`src/design/local_mem_pkg.sv`:
```
// Shared widths, stage counts and command types for the local memory path.
// All timing is on one clock; bursts are limited to MEM_MAX_BURST beats.
// N_CMD_REG_STAGES may be set to zero, one or more without other changes.

`default_nettype none

package local_mem_pkg;

    // ============================================================
    // Widths
    // ============================================================

    // Word address width, 1024 words of memory
    localparam int MEM_ADDR_W = 10;

    // Data word width in bits
    localparam int MEM_DATA_W = 64;

    // One byte enable bit per data byte
    localparam int MEM_BE_W = MEM_DATA_W / 8;

    // Burst count width; the field can hold more than the legal maximum
    localparam int MEM_BURST_W = 4;

    // Largest legal burst, larger requests are clamped by the bank
    localparam int MEM_MAX_BURST = 8;

    // ============================================================
    // Pipeline depths
    // ============================================================

    // Timing register stages between the AFU port and the bank
    localparam int N_CMD_REG_STAGES = 2;

    // Cycles from a read issuing inside the bank to readdatavalid
    localparam int MEM_READ_LATENCY = 2;

    // ============================================================
    // Types
    // ============================================================

    typedef logic [MEM_ADDR_W-1:0]  mem_addr_t;
    typedef logic [MEM_DATA_W-1:0]  mem_data_t;
    typedef logic [MEM_BE_W-1:0]    mem_be_t;
    typedef logic [MEM_BURST_W-1:0] mem_burst_t;

    // One command beat on the Avalon-MM command path.
    // A beat is valid when read or write is set, never both.
    // Only the first beat of a write burst carries address and count
    typedef struct packed {
        logic       read;
        logic       write;
        mem_addr_t  address;
        mem_burst_t burstcount;
        mem_data_t  writedata;
        mem_be_t    byteenable;
    } avl_cmd_t;

    // Bank burst sequencer states
    typedef enum logic [1:0] {
        BANK_IDLE,
        BANK_WR_BURST,
        BANK_RD_BURST
    } bank_state_t;

endpackage

`default_nettype wire

```
`src/design/avalon_cmd_reg_stage.sv`:
```
// One timing register stage on the Avalon command path.
// Holds at most two beats: a main entry and a skid entry.
// Upstream waitrequest is a flop, so no combinational path crosses the stage.

`default_nettype none

module avalon_cmd_reg_stage (
    input  logic                    tgt_mem_afu_clk,
    input  logic                    rst_n,

    // Upstream side, toward the AFU
    input  local_mem_pkg::avl_cmd_t in_cmd,
    output logic                    in_waitrequest,

    // Downstream side, toward the bank
    output local_mem_pkg::avl_cmd_t out_cmd,
    input  logic                    out_waitrequest
);

    // Entry payloads carry no reset; only the valid flags do
    local_mem_pkg::avl_cmd_t main_q;
    local_mem_pkg::avl_cmd_t skid_q;
    logic                    main_valid;
    logic                    skid_valid;

    logic in_valid;
    logic in_fire;
    logic out_fire;
    logic main_free;

    // ============================================================
    // Handshake decode
    // ============================================================

    assign in_valid = in_cmd.read | in_cmd.write;

    // Upstream is only stalled while the skid entry is occupied
    assign in_waitrequest = skid_valid;
    assign in_fire        = in_valid & ~skid_valid;

    // The main entry drains when downstream accepts it
    assign out_fire  = main_valid & ~out_waitrequest;

    // Main can take a new beat this edge if empty or draining
    assign main_free = ~main_valid | out_fire;

    // ============================================================
    // Entry control
    // ============================================================

    always_ff @(posedge tgt_mem_afu_clk or negedge rst_n)
    begin
        if (!rst_n)
        begin
            main_valid <= 1'b0;
            skid_valid <= 1'b0;
        end
        else if (main_free)
        begin
            // Skid has priority so command order is preserved.
            // No new beat can arrive while skid is full
            if (skid_valid)
            begin
                main_valid <= 1'b1;
                skid_valid <= 1'b0;
            end
            else
            begin
                main_valid <= in_fire;
            end
        end
        else if (in_fire)
        begin
            // Downstream stalls and a beat arrives, so park it
            skid_valid <= 1'b1;
        end
    end

    // Payload movement mirrors the control decisions above
    always_ff @(posedge tgt_mem_afu_clk)
    begin
        if (main_free)
        begin
            main_q <= skid_valid ? skid_q : in_cmd;
        end
        else if (in_fire)
        begin
            skid_q <= in_cmd;
        end
    end

    // ============================================================
    // Output
    // ============================================================

    // The stored read/write bits are masked by the valid flag,
    // which keeps the output idle after reset
    always_comb
    begin
        out_cmd       = main_q;
        out_cmd.read  = main_q.read & main_valid;
        out_cmd.write = main_q.write & main_valid;
    end

endmodule

`default_nettype wire

```
`config.mk`:
```
export PLATFORM = sky130hd
export DESIGN_NAME = avalon_cmd_reg_stage
export DESIGN_NICKNAME = d
export VERILOG_FILES = /design/src/design/local_mem_pkg.sv /design/src/design/avalon_cmd_reg_stage.sv
export SDC_FILE = /design/constraint.sdc
export NUM_CORES = 1
export LEC_CHECK = 0
export BUFFER_PORTS_ARGS = -buffer_cell sky130_fd_sc_hd__buf_4
export CORE_MARGIN = 2
export CORE_UTILIZATION = 55
export CTS_CLUSTER_DIAMETER = 150
export DETAILED_ROUTE_END_ITERATION = 7
export PLACE_DENSITY_LB_ADDON = 0.08
export SKIP_LAST_GASP = 1
export SYNTH_ARGS = -nofsm -noshare
export SYNTH_HDL_FRONTEND = slang
export SYNTH_SLANG_ARGS = --single-unit
export TNS_END_PERCENT = 1
```
`constraint.sdc`:
```
create_clock -name tgt_mem_afu_clk -period 15.55 [get_ports tgt_mem_afu_clk]
set_clock_uncertainty 0.15 [all_clocks]
set_input_delay 1.555 -clock tgt_mem_afu_clk [delete_from_list [all_inputs] [get_ports tgt_mem_afu_clk]]
set_output_delay 1.555 -clock tgt_mem_afu_clk [all_outputs]
set_load 0.03 [all_outputs]
```
# Word level (Yosys, flattened, before mapping)
# Index checks and enable logic that the tools add are counted.
[word_totals] mem_bits_ro=0 latchBits=0 n_memories=0 mem_bits_rw=0 register_bits=178 output_inout_bits=89 input_bits=91
[op_classes] reduce_logical=2 eq_ne=0 bitwise=10 muxes=4 n_mul=0 n_div=0 shift=0 n_addsub=0 order_cmp=0
[ops] op="88-bit two-way mux" n=1
[ops] op="1-bit bitwise AND" n=4
[ops] op="1-bit NOT" n=4
[ops] op="1-bit two-way mux" n=3
[ops] op="1-bit bitwise OR" n=2
[ops] op="2-bit AND reduction" n=1
[ops] op="2-bit nonzero test" n=1

# Depth between registers and ports, before layout
# Gate-level depths: netlist of the first run.
[depth] depth_word=5 mapped_depth=4

# Least setup slack after synthesis of the first run
# Ideal clock, no wire load.
[synth_timing] path_type="input port to flip-flop" start="in out_waitrequest" end="reg skid_q[0] (netlist bit), enable pin" path_stages=2 required_ps=14758 path_slack_ps=4845 arrival_time_ps=9913 cell_sequence="nand2_1 > nor3_1"
[synth_via] elab_chain_len=5
[synth_lines] element="from (decl)" line="avalon_cmd_reg_stage.sv:17" rtl="input logic out_waitrequest"
[synth_lines] element="1-bit NOT" line="avalon_cmd_reg_stage.sv:42" rtl="assign out_fire = main_valid & ~out_waitrequest;"
[synth_lines] element="1-bit bitwise AND" line="avalon_cmd_reg_stage.sv:42"
[synth_lines] element="1-bit bitwise OR" line="avalon_cmd_reg_stage.sv:45" rtl="assign main_free = ~main_valid | out_fire;"
[synth_lines] element="1-bit NOT (no line)"
[synth_lines] element="2-bit AND reduction (no line)"
[synth_lines] element="to (signal assigned)" line="avalon_cmd_reg_stage.sv:88" rtl="skid_q <= in_cmd;"
[synth_lines] element="to (decl)" line="avalon_cmd_reg_stage.sv:22" rtl="local_mem_pkg::avl_cmd_t skid_q;"
# No other way between the ends.
# A chain may end at the register's enable or synchronous reset.

# Worst setup path after layout of the first run
[layout_timing] start="reg skid_valid (netlist: in_waitrequest)" end="out in_waitrequest"
[layout_lines] element="from (decl)" line="avalon_cmd_reg_stage.sv:24" rtl="logic skid_valid;"
[layout_lines] element="from (signal assigned)" line="avalon_cmd_reg_stage.sv:56" rtl="skid_valid <= 1'b0;"
[layout_lines] element="from (signal assigned)" line="avalon_cmd_reg_stage.sv:65" rtl="skid_valid <= 1'b0;"
[layout_lines] element="from (signal assigned)" line="avalon_cmd_reg_stage.sv:75" rtl="skid_valid <= 1'b1;"
[layout_lines] element="to (decl)" line="avalon_cmd_reg_stage.sv:13" rtl="output logic in_waitrequest,"
# No word-level cell between the ends.

==> impl_metrics.py, run 1 <==
metrics = {
    "outcome": {
        "status": "finished clean",
    },
    "worst_setup_path": {
        "path_cells": "buf_4",
        "crit_family": "flip-flops",
        "crit_path_end_kind": "primary output",
        "reg2reg_setup_slack_ns": 12.95,
        "reg2reg_depth": 2,
        "reg2reg_from": "in_waitrequest$_DFFE_PN0P_",
        "slowest_delay_ns": 0.94,
        "crit_type": "flop to primary output",
        "path_buf_inv": 1,
        "slowest_stage": "dfrtp_4",
        "required_ns": 13.85,
        "cp-start-kind": "flop",
        "crit_fanout": 42,
        "r2r-end": "out_cmd[28]$_DFFE_PP_",
        "worst_ep_arrival_time_ns": 1.64,
    },
    "sta": {
        "fin_crit_sh_pct": 21.5,
        "period_minus_slack_ns": 3.35,
        "tightest_slew_ns": 0.934,
        "fin_tns_setup_ns": 0,
        "rsz0062_at_grt": "false",
        "setup_viol": 0,
        "max_freq_mhz": 299,
        "finalHoldViolations": 0,
        "slew_headroom_pct": 37.7,
        "final_max_slew_viol_count": 0,
        "worst_slack_ns": 12.20,
    },
    "drt": {
        "drc": 0,
        "wl_per_cell_um": 17.0,
        "via_count": 3202,
        "wl_met2_mm": 5.51,
        "wirelength_mm": 11.3,
        "drtIter0Drc": 226,
        "met3WireLength_mm": 1.08,
        "top_layer": "met4",
        "drt-vias-per-instance": 4.83,
        "firstDrtPassIters": 4,
        "wl_met1_mm": 4.48,
        "ant_nets": 0,
    },
    "logic_synthesis": {
        "ys_seq_area_share_pct": 70.8,
        "synth_cell_type_count": 11,
        "ys_ff_latch": 178,
        "yosys_warnings": 0,
        "syn-num-nets": 461,
        "synth_top_area_share_pct": 70.1,
        "yosysTopAreaCell": "edfxtp_1",
        "synth.avg_cell_area_um2": 20.4,
        "synth_area_um2": 7540,
        "synth.top_cells.by_area": "edfxtp_1, mux2_4, buf_4, buf_12, dfrtp_1",
        "syn_inst": 370,
    },
    "clock_tree": {
        "cts_buffer_depth": 2,
        "clock-sinks": 178,
        "post-cts-setup-buffers": 0,
        "cts_root_buf": "clkbuf_16",
        "clock_latency_ns": 0.41,
        "htree_levels": 4,
        "cts-resized-gates": 0,
        "clkSlewWorstSetupHoldPaths_ns": 0.06,
        "cts_tree": "yes",
        "hold_buffers": 0,
        "cts_buffers": 17,
    },
    "min_path": {
        "min_path_cells": 1,
        "min_to": "out_cmd[2]$_DFFE_PP_",
        "min_path_type": "flop to flop",
        "hold_start": "skid_q[2]$_DFFE_PP_",
    },
    "cells_and_area": {
        "drive_gt1_share_pct": 61.0,
        "final_util_pct": 66.7,
        "fillers": 927,
        "mostFrequentLayoutCells": "buf_4, edfxtp_1, mux2_4",
        "mostFrequentLayoutCell": "buf_4",
        "antenna_cells": 0,
        "final_nets": 567,
        "area_growth_pct": 17.6,
    },
    "grt": {
        "grt.total_usage_pct": 16.0,
        "grt_pass1_vias": 3175,
        "antenna_found_initial": 0,
        "grt_max_degree": 59,
        "grt_pass1_wl_mm": 17.1,
        "gr-total-overflow": 0,
    },
    "floorplanning": {
        "rows": 42,
        "die_y_um": 121,
        "io_pins": 180,
        "die_w_um": 121,
        "initial_core_util_pct": 56.7,
        "core_area_um2": 13300,
        "die-area_um2": 14700,
    },
    "power": {
        "p_sw_share_pct": 21.8,
        "switchingPower_mw": 0.248,
        "power_frac_seq_pct": 51.2,
        "pwr-share-clk_pct": 35.6,
        "comb_power_share_pct": 13.2,
        "leakagePower_nw": 3.57,
        "p_int_mw": 0.890,
        "irDropWorstVdd_mv": 0.0703,
        "powerDensity_nw_per_um2": 128,
    },
    "placement": {
        "gp_congestion": 0.737,
        "port_buffers": 179,
        "post-place-ws_ns": 12.10,
    },
    "flow_run": {
        "maxCapViolCount": 0,
    },
}
-- power by group through the flow --
| stage | combinational (mW) | sequential, mW | clock (mW) |
|---|---|---|---|
| floorplan | 0.128 | 0.590 | 0 |
| global placement | 0.150 | 0.593 | 0 |
| detailed placement | 0.153 | 0.594 | 0 |
| CTS | 0.153 | 0.584 | 0.415 |
| global route | 0.159 | 0.587 | 0.436 |
| finish | 0.150 | 0.583 | 0.405 |
-- state kept, by name, summed over array words and instances (netlist names) --
signal and cells:
skid_q 88, out_cmd 86, main_q 2, in_waitrequest 1, main_valid 1
-- worst max path at each step --
stage | from | end | slack, ns | cells after the start
global route | in_waitrequest$_DFFE_PN0P_ | in_waitrequest | 12.12 | 1
CTS | in_waitrequest$_DFFE_PN0P_ | in_waitrequest | 12.15 | 1
finish | in_waitrequest$_DFFE_PN0P_ | in_waitrequest | 12.20 | 1
floorplan | out_waitrequest | skid_q[0]$_DFFE_PP_ | 4.85 | 2
detailed placement | out_waitrequest | skid_q[46]$_DFFE_PP_ | 12.10 | 4
global placement | out_waitrequest | skid_q[38]$_DFFE_PP_ | 12.15 | 4
-- Yosys cell counts --
cell,count
edfxtp_1,176
mux2_4,88
buf_4,86
buf_12,9
and2_1,2
dfrtp_1,2
nand2_1,2
nor2_1,2
buf_6,1
nor3_1,1
nor3_2,1
-- through the flow --
stage	std cells	area [um2]	hold WS, ns	total power [mW]
2_1_floorplan	370	7540	0.377	0.718
3_3_place_gp	633	8310	0.378	0.743
3_5_place_dp	633	8310	0.384	0.746
4_1_cts	663	8860	0.398	1.15
5_1_grt	663	8860	0.405	1.18
6_report	663	8860	0.392	1.14
-- layer usage --
metal  track usage (%)  vias to the layer above
li1                  -                     1508
met1              19.8                     1549
met2              24.3                      125
met3              7.00                       20
met4              7.27                        0
met5                 0                        -
-- logic make-up after synthesis --
family / Yosys count / synth area share (%)
buffers and inverters: 96 / 11.1
muxes: 88 / 17.5
and+or+nand+nor: 8 / 0.564
DFF: 178 / 70.8
-- layout make-up --
| cell class | instances | area (um2) | area share [%] |
|---|---|---|---|
| timing repair buffer | 183 | 1370 | 15.5 |
| clock inverter | 9 | 115 | 1.30 |
| tap | 176 | 220 | 2.48 |
| sequential | 178 | 5340 | 60.2 |
| clock buffer | 21 | 440 | 4.97 |
| multi-input combinational | 96 | 1380 | 15.5 |
(Power assumes the default switching activity.)
==> run 2, diff against run 1 <==
Settings changed: CORE_UTILIZATION 55 to 48.
Clock period 15.55 ns to 2.75 ns, I/O delays scaled along.
==> impl_metrics.py, run 2 (synthesis gave the netlist of run 1 again) <==
metrics = {
    "drt": {
        "drtIter0Drc": 198,
        "via_count": 3585,
        "drt-vias-per-instance": 4.54,
        "wirelength_mm": 12.5,
        "ant_nets": 0,
        "wl_per_cell_um": 15.9,
        "drc": 0,
        "firstDrtPassIters": 6,
    },
    "cells_and_area": {
        "layout.cells.non_filler": 789,
        "final_nets": 656,
        "area_growth_pct": 30.2,
        "drive_gt1_share_pct": 51.9,
        "mostFrequentLayoutCell": "buf_4",
        "antenna_cells": 0,
        "largest_register_ff_count": 88,
        "mostFrequentLayoutCells": "buf_4, edfxtp_1, dlygate4sd3_1",
        "largest-register": "skid_q",
    },
    "flow_run": {
        "maxCapViolCount": 0,
    },
    "worst_setup_path": {
        "path_buf_inv": 2,
        "crit_path_end_kind": "primary output",
        "path_cells": "buf_12 > buf_4",
        "crit_fanout": 90,
        "reg2reg_from": "main_valid$_DFFE_PN0P_",
        "cp-start-kind": "flop",
        "crit_type": "flop to primary output",
        "slowest_delay_ns": 0.51,
        "crit_start": "in_waitrequest$_DFFE_PN0P_",
        "crit_family": "buffers and inverters",
        "slowest_stage": "buf_12",
        "reg2reg_setup_slack_ns": 0.77,
        "required_ns": 2.33,
        "worst_ep_arrival_time_ns": 1.67,
    },
    "clock_tree": {
        "clock-sinks": 178,
        "cts_tree": "yes",
        "hold_buffers": 89,
        "cts_buffers": 17,
        "htree_levels": 4,
        "cts-resized-gates": 0,
        "cts_buffer_depth": 2,
        "clkSlewWorstSetupHoldPaths_ns": 0.06,
        "cts_root_buf": "clkbuf_16",
        "clock_latency_ns": 0.41,
        "post-cts-setup-buffers": 0,
    },
    "floorplanning": {
        "io_pins": 180,
        "rows": 45,
        "core_area_um2": 15300,
        "die_y_um": 129,
        "die-area_um2": 16700,
        "die_w_um": 129,
        "initial_core_util_pct": 49.4,
    },
    "sta": {
        "finalHoldViolations": 0,
        "fin_crit_sh_pct": 76.3,
        "setup_viol": 0,
        "fin_tns_setup_ns": 0,
        "tightest_slew_ns": 0.738,
        "period_minus_slack_ns": 2.10,
        "final_max_slew_viol_count": 0,
        "finalHoldWorstSlack_ns": 0.0493,
        "rsz0062_at_grt": "false",
        "max_freq_mhz": 477,
        "slew_headroom_pct": 50.8,
    },
    "grt": {
        "grt_max_degree": 91,
        "top_usage_layer": "met2",
        "antenna_found_initial": 0,
        "use_met2_pct": 25.4,
        "gr-total-overflow": 0,
        "grt_pass1_wl_mm": 18.8,
        "grt.met1_usage_pct": 17.9,
        "grt_pass1_vias": 3638,
        "met3_usage_pct": 5.16,
        "grt.total_usage_pct": 15.2,
    },
    "outcome": {
        "status": "finished clean",
    },
    "power": {
        "irDropWorstVdd_mv": 0.411,
        "leakagePower_nw": 3.94,
        "powerDensity_nw_per_um2": 657,
    },
    "min_path": {
        "min_path_type": "primary input to asynchronous set/reset pin",
    },
    "placement": {
        "port_buffers": 179,
        "gp_congestion": 0.744,
        "place_inst": 668,
    },
}
[run 2: cell count changes in the layout (fill, tap and decap cells not counted), moves of 2 or more]
| cell | previous run | this run |
|---|---|---|
| buf_4 | 183 | 181 |
| dlygate4sd3_1 | 0 | 89 |
| bufinv_16 | 3 | 1 |
| buf_12 | 0 | 2 |
| clkinvlp_4 | 0 | 2 |
| clkinv_4 | 0 | 2 |
[run 2: stage by stage]
stage	total power, mW	area [um2]	utilization (%)	setup WS, ns
3_5_place_dp	4.23	8390	55.0	0.795
2_1_floorplan	4.04	7560	-	-0.811
3_3_place_gp	4.21	8390	55.0	0.802
5_1_grt	6.69	9810	64.3	0.533
6_report	6.45	9810	64.3	0.652
4_1_cts	6.52	9810	64.3	0.570
[run 2: path summary, 6_finish.rpt]
kind	end	depth (start not counted)
worst min-delay path	in_waitrequest$_DFFE_PN0P_	2
worst max-delay path	in_waitrequest	2
min in group tgt_mem_afu_clk	main_valid$_DFFE_PN0P_	3
worst max register to register	skid_q[5]$_DFFE_PP_	3
max in group asynchronous	in_waitrequest$_DFFE_PN0P_	2
worst min register to register	out_cmd[12]$_DFFE_PP_	1
[run 2: report_power, final]
group	internal (mW)	switching [mW]	total, mW
Combinational	0.500	0.494	0.994
Sequential	3.22	0.0521	3.27
Clock	1.23	0.952	2.18
[run 2: layer usage]
layer	share of wire (%)	vias to the layer above
li1	-	1688
met1	41	1766
met2	51	112
met3	6.2	19
met4	1.7	0
met5	0	-
[run 2: layout make-up]
type | count | area, um2
clock buffers | 20 | 437
well taps | 211 | 264
multi-input cells | 96 | 1390
clock inverters | 12 | 92.6
fillers | 1086 | 5450
flip-flops and latches | 178 | 5340
repair buffers | 272 | 2290
[run 2: worst register-to-register path: cells and delay by family (launching register included)]
kind,cells,cell delay [ns]
flip-flops,1,0.45
AND/OR/NAND/NOR,2,0.52
buffers and inverters,1,0.41
==> run 3, diff against run 2 <==
Clock period 2.75 ns to 1.75 ns, I/O delays scaled along.
==> impl_metrics.py, run 3 (synthesis gave the netlist of run 1 again) <==
metrics = {
    "outcome": {
        "status": "finished clean",
    },
    "sta": {
        "tightest_slew_ns": 0.453,
        "setup_viol": 0,
        "final_max_slew_viol_count": 0,
        "slew_headroom_pct": 69.8,
        "max_freq_mhz": 599,
        "finalHoldViolations": 0,
        "finalHoldWorstSlack_ns": 0.168,
        "fin_crit_sh_pct": 95.4,
        "fin_tns_setup_ns": 0,
        "period_minus_slack_ns": 1.67,
        "rsz0062_at_grt": "false",
    },
    "floorplanning": {
        "initial_core_util_pct": 49.4,
        "core_area_um2": 15300,
        "die-area_um2": 16700,
        "die_w_um": 129,
        "rows": 45,
        "die_y_um": 129,
        "io_pins": 180,
    },
    "worst_setup_path": {
        "crit_path_end_kind": "primary output",
        "worst_ep_arrival_time_ns": 1.34,
        "reg2reg_setup_slack_ns": 0.14,
        "crit_fanout": 23,
        "crit_type": "flop to primary output",
        "required_ns": 1.42,
        "cp-start-kind": "flop",
    },
    "placement": {
        "gp_congestion": 0.719,
        "port_buffers": 179,
        "post_dp_cell_area_um2": 8450,
        "place_inst": 671,
        "dp_hpwl_mm": 7.71,
    },
    "grt": {
        "grt_pass1_vias": 3728,
        "antenna_found_initial": 0,
        "grt.total_usage_pct": 15.3,
        "grt_max_degree": 45,
        "grt_pass1_wl_mm": 18.8,
        "gr-total-overflow": 0,
    },
    "min_path": {
        "min_path_type": "primary input to flop",
    },
    "cells_and_area": {
        "antenna_cells": 0,
        "largest-register": "skid_q",
        "final_area_um2": 9940,
        "drive_gt1_share_pct": 52.2,
        "layout.cells.non_filler": 793,
        "area_growth_pct": 31.9,
        "final_nets": 661,
        "largest_register_ff_count": 88,
        "mostFrequentLayoutCells": "buf_4, edfxtp_1, dlygate4sd3_1",
        "mostFrequentLayoutCell": "buf_4",
    },
    "flow_run": {
        "maxCapViolCount": 0,
    },
    "drt": {
        "drt-vias-per-instance": 4.51,
        "firstDrtPassIters": 4,
        "drtIter0Drc": 214,
        "drc": 0,
        "ant_nets": 0,
        "via_count": 3577,
        "wirelength_mm": 12.6,
        "wl_per_cell_um": 15.9,
    },
    "clock_tree": {
        "cts_root_buf": "clkbuf_16",
        "cts_tree": "yes",
        "cts_buffers": 17,
        "clock_latency_ns": 0.41,
        "htree_levels": 4,
        "clock-sinks": 178,
        "cts_buffer_depth": 2,
        "clkSlewWorstSetupHoldPaths_ns": 0.06,
    },
    "power": {
        "powerDensity_nw_per_um2": 1040,
        "leakagePower_nw": 3.99,
        "p_sw_share_pct": 22.9,
        "switchingPower_mw": 2.35,
        "pwr-share-clk_pct": 34.5,
        "p_int_mw": 7.94,
        "comb_power_share_pct": 15.5,
        "power_frac_seq_pct": 50.0,
        "irDropWorstVdd_mv": 0.645,
    },
}
==> run 3: cell types whose count changed in the layout (fill, tap and decap cells not counted), sizes merged <==
cell	previous run	this run
buf	183	186
clkbuf	20	18
bufbuf	0	1
bufinv	1	2
clkinv	9	8
clkinvlp	2	3
dlygate4sd3	89	90
==> run 3: layer usage <==
metal / track usage (%) / share of wire (%) / vias up
met5: 0 / 0 / -
met2: 26.1 / 51 / 111
met4: 6.14 / 1.4 / 0
met1: 17.9 / 42 / 1751
li1: - / - / 1700
met3: 4.95 / 5.4 / 15
==> run 3: layout make-up <==
type	count	area, um2
flip-flops and latches	178	5340
well taps	211	264
clock buffers	18	429
fillers	1060	5320
clock inverters	13	120
multi-input cells	96	1390
repair buffers	277	2400
==> run 3: metrics by stage <==
step	power (mW)	util [%]	setup WS, ns
5_1_grt	10.7	65.2	0.0290
4_1_cts	10.4	65.2	0.0411
3_3_place_gp	6.64	55.4	0.166
2_1_floorplan	6.36	-	-1.81
6_report	10.3	65.2	0.0808
3_5_place_dp	6.67	55.4	0.162
==> run 3: what timing repair did <==
action	in CTS	in global routing
endpoints found under the hold margin	180	0
resized for setup	1	0
hold buffers	90	0
setup endpoints to repair	1	0
setup buffers	0	0
==> run 3: path summary, 6_finish.rpt <==
check | start | cells after the start | endpoint
max | in_waitrequest$_DFFE_PN0P_ | 2 | in_waitrequest
min reg2reg | skid_q[63]$_DFFE_PP_ | 1 | out_cmd[63]$_DFFE_PP_
max in group asynchronous | rst_n | 3 | in_waitrequest$_DFFE_PN0P_
min in group asynchronous | rst_n | 3 | in_waitrequest$_DFFE_PN0P_
max reg2reg | in_waitrequest$_DFFE_PN0P_ | 2 | skid_q[84]$_DFFE_PP_
min | out_waitrequest | 3 | out_cmd[51]$_DFFE_PP_
==> run 3: power groups by stage <==
stage	Combinational, mW	Sequential (mW)	Clock [mW]
after floorplan	1.15	5.21	0
after global placement	1.41	5.23	0
after detailed placement	1.43	5.23	0
after CTS	1.62	5.15	3.65
after global routing	1.68	5.17	3.84
final	1.60	5.14	3.55
==> run 3: worst max-delay path: stages, from the launching register on <==
cell	delay, ns
dfrtp_4	0.53
buf_16	0.21
buf_4	0.19
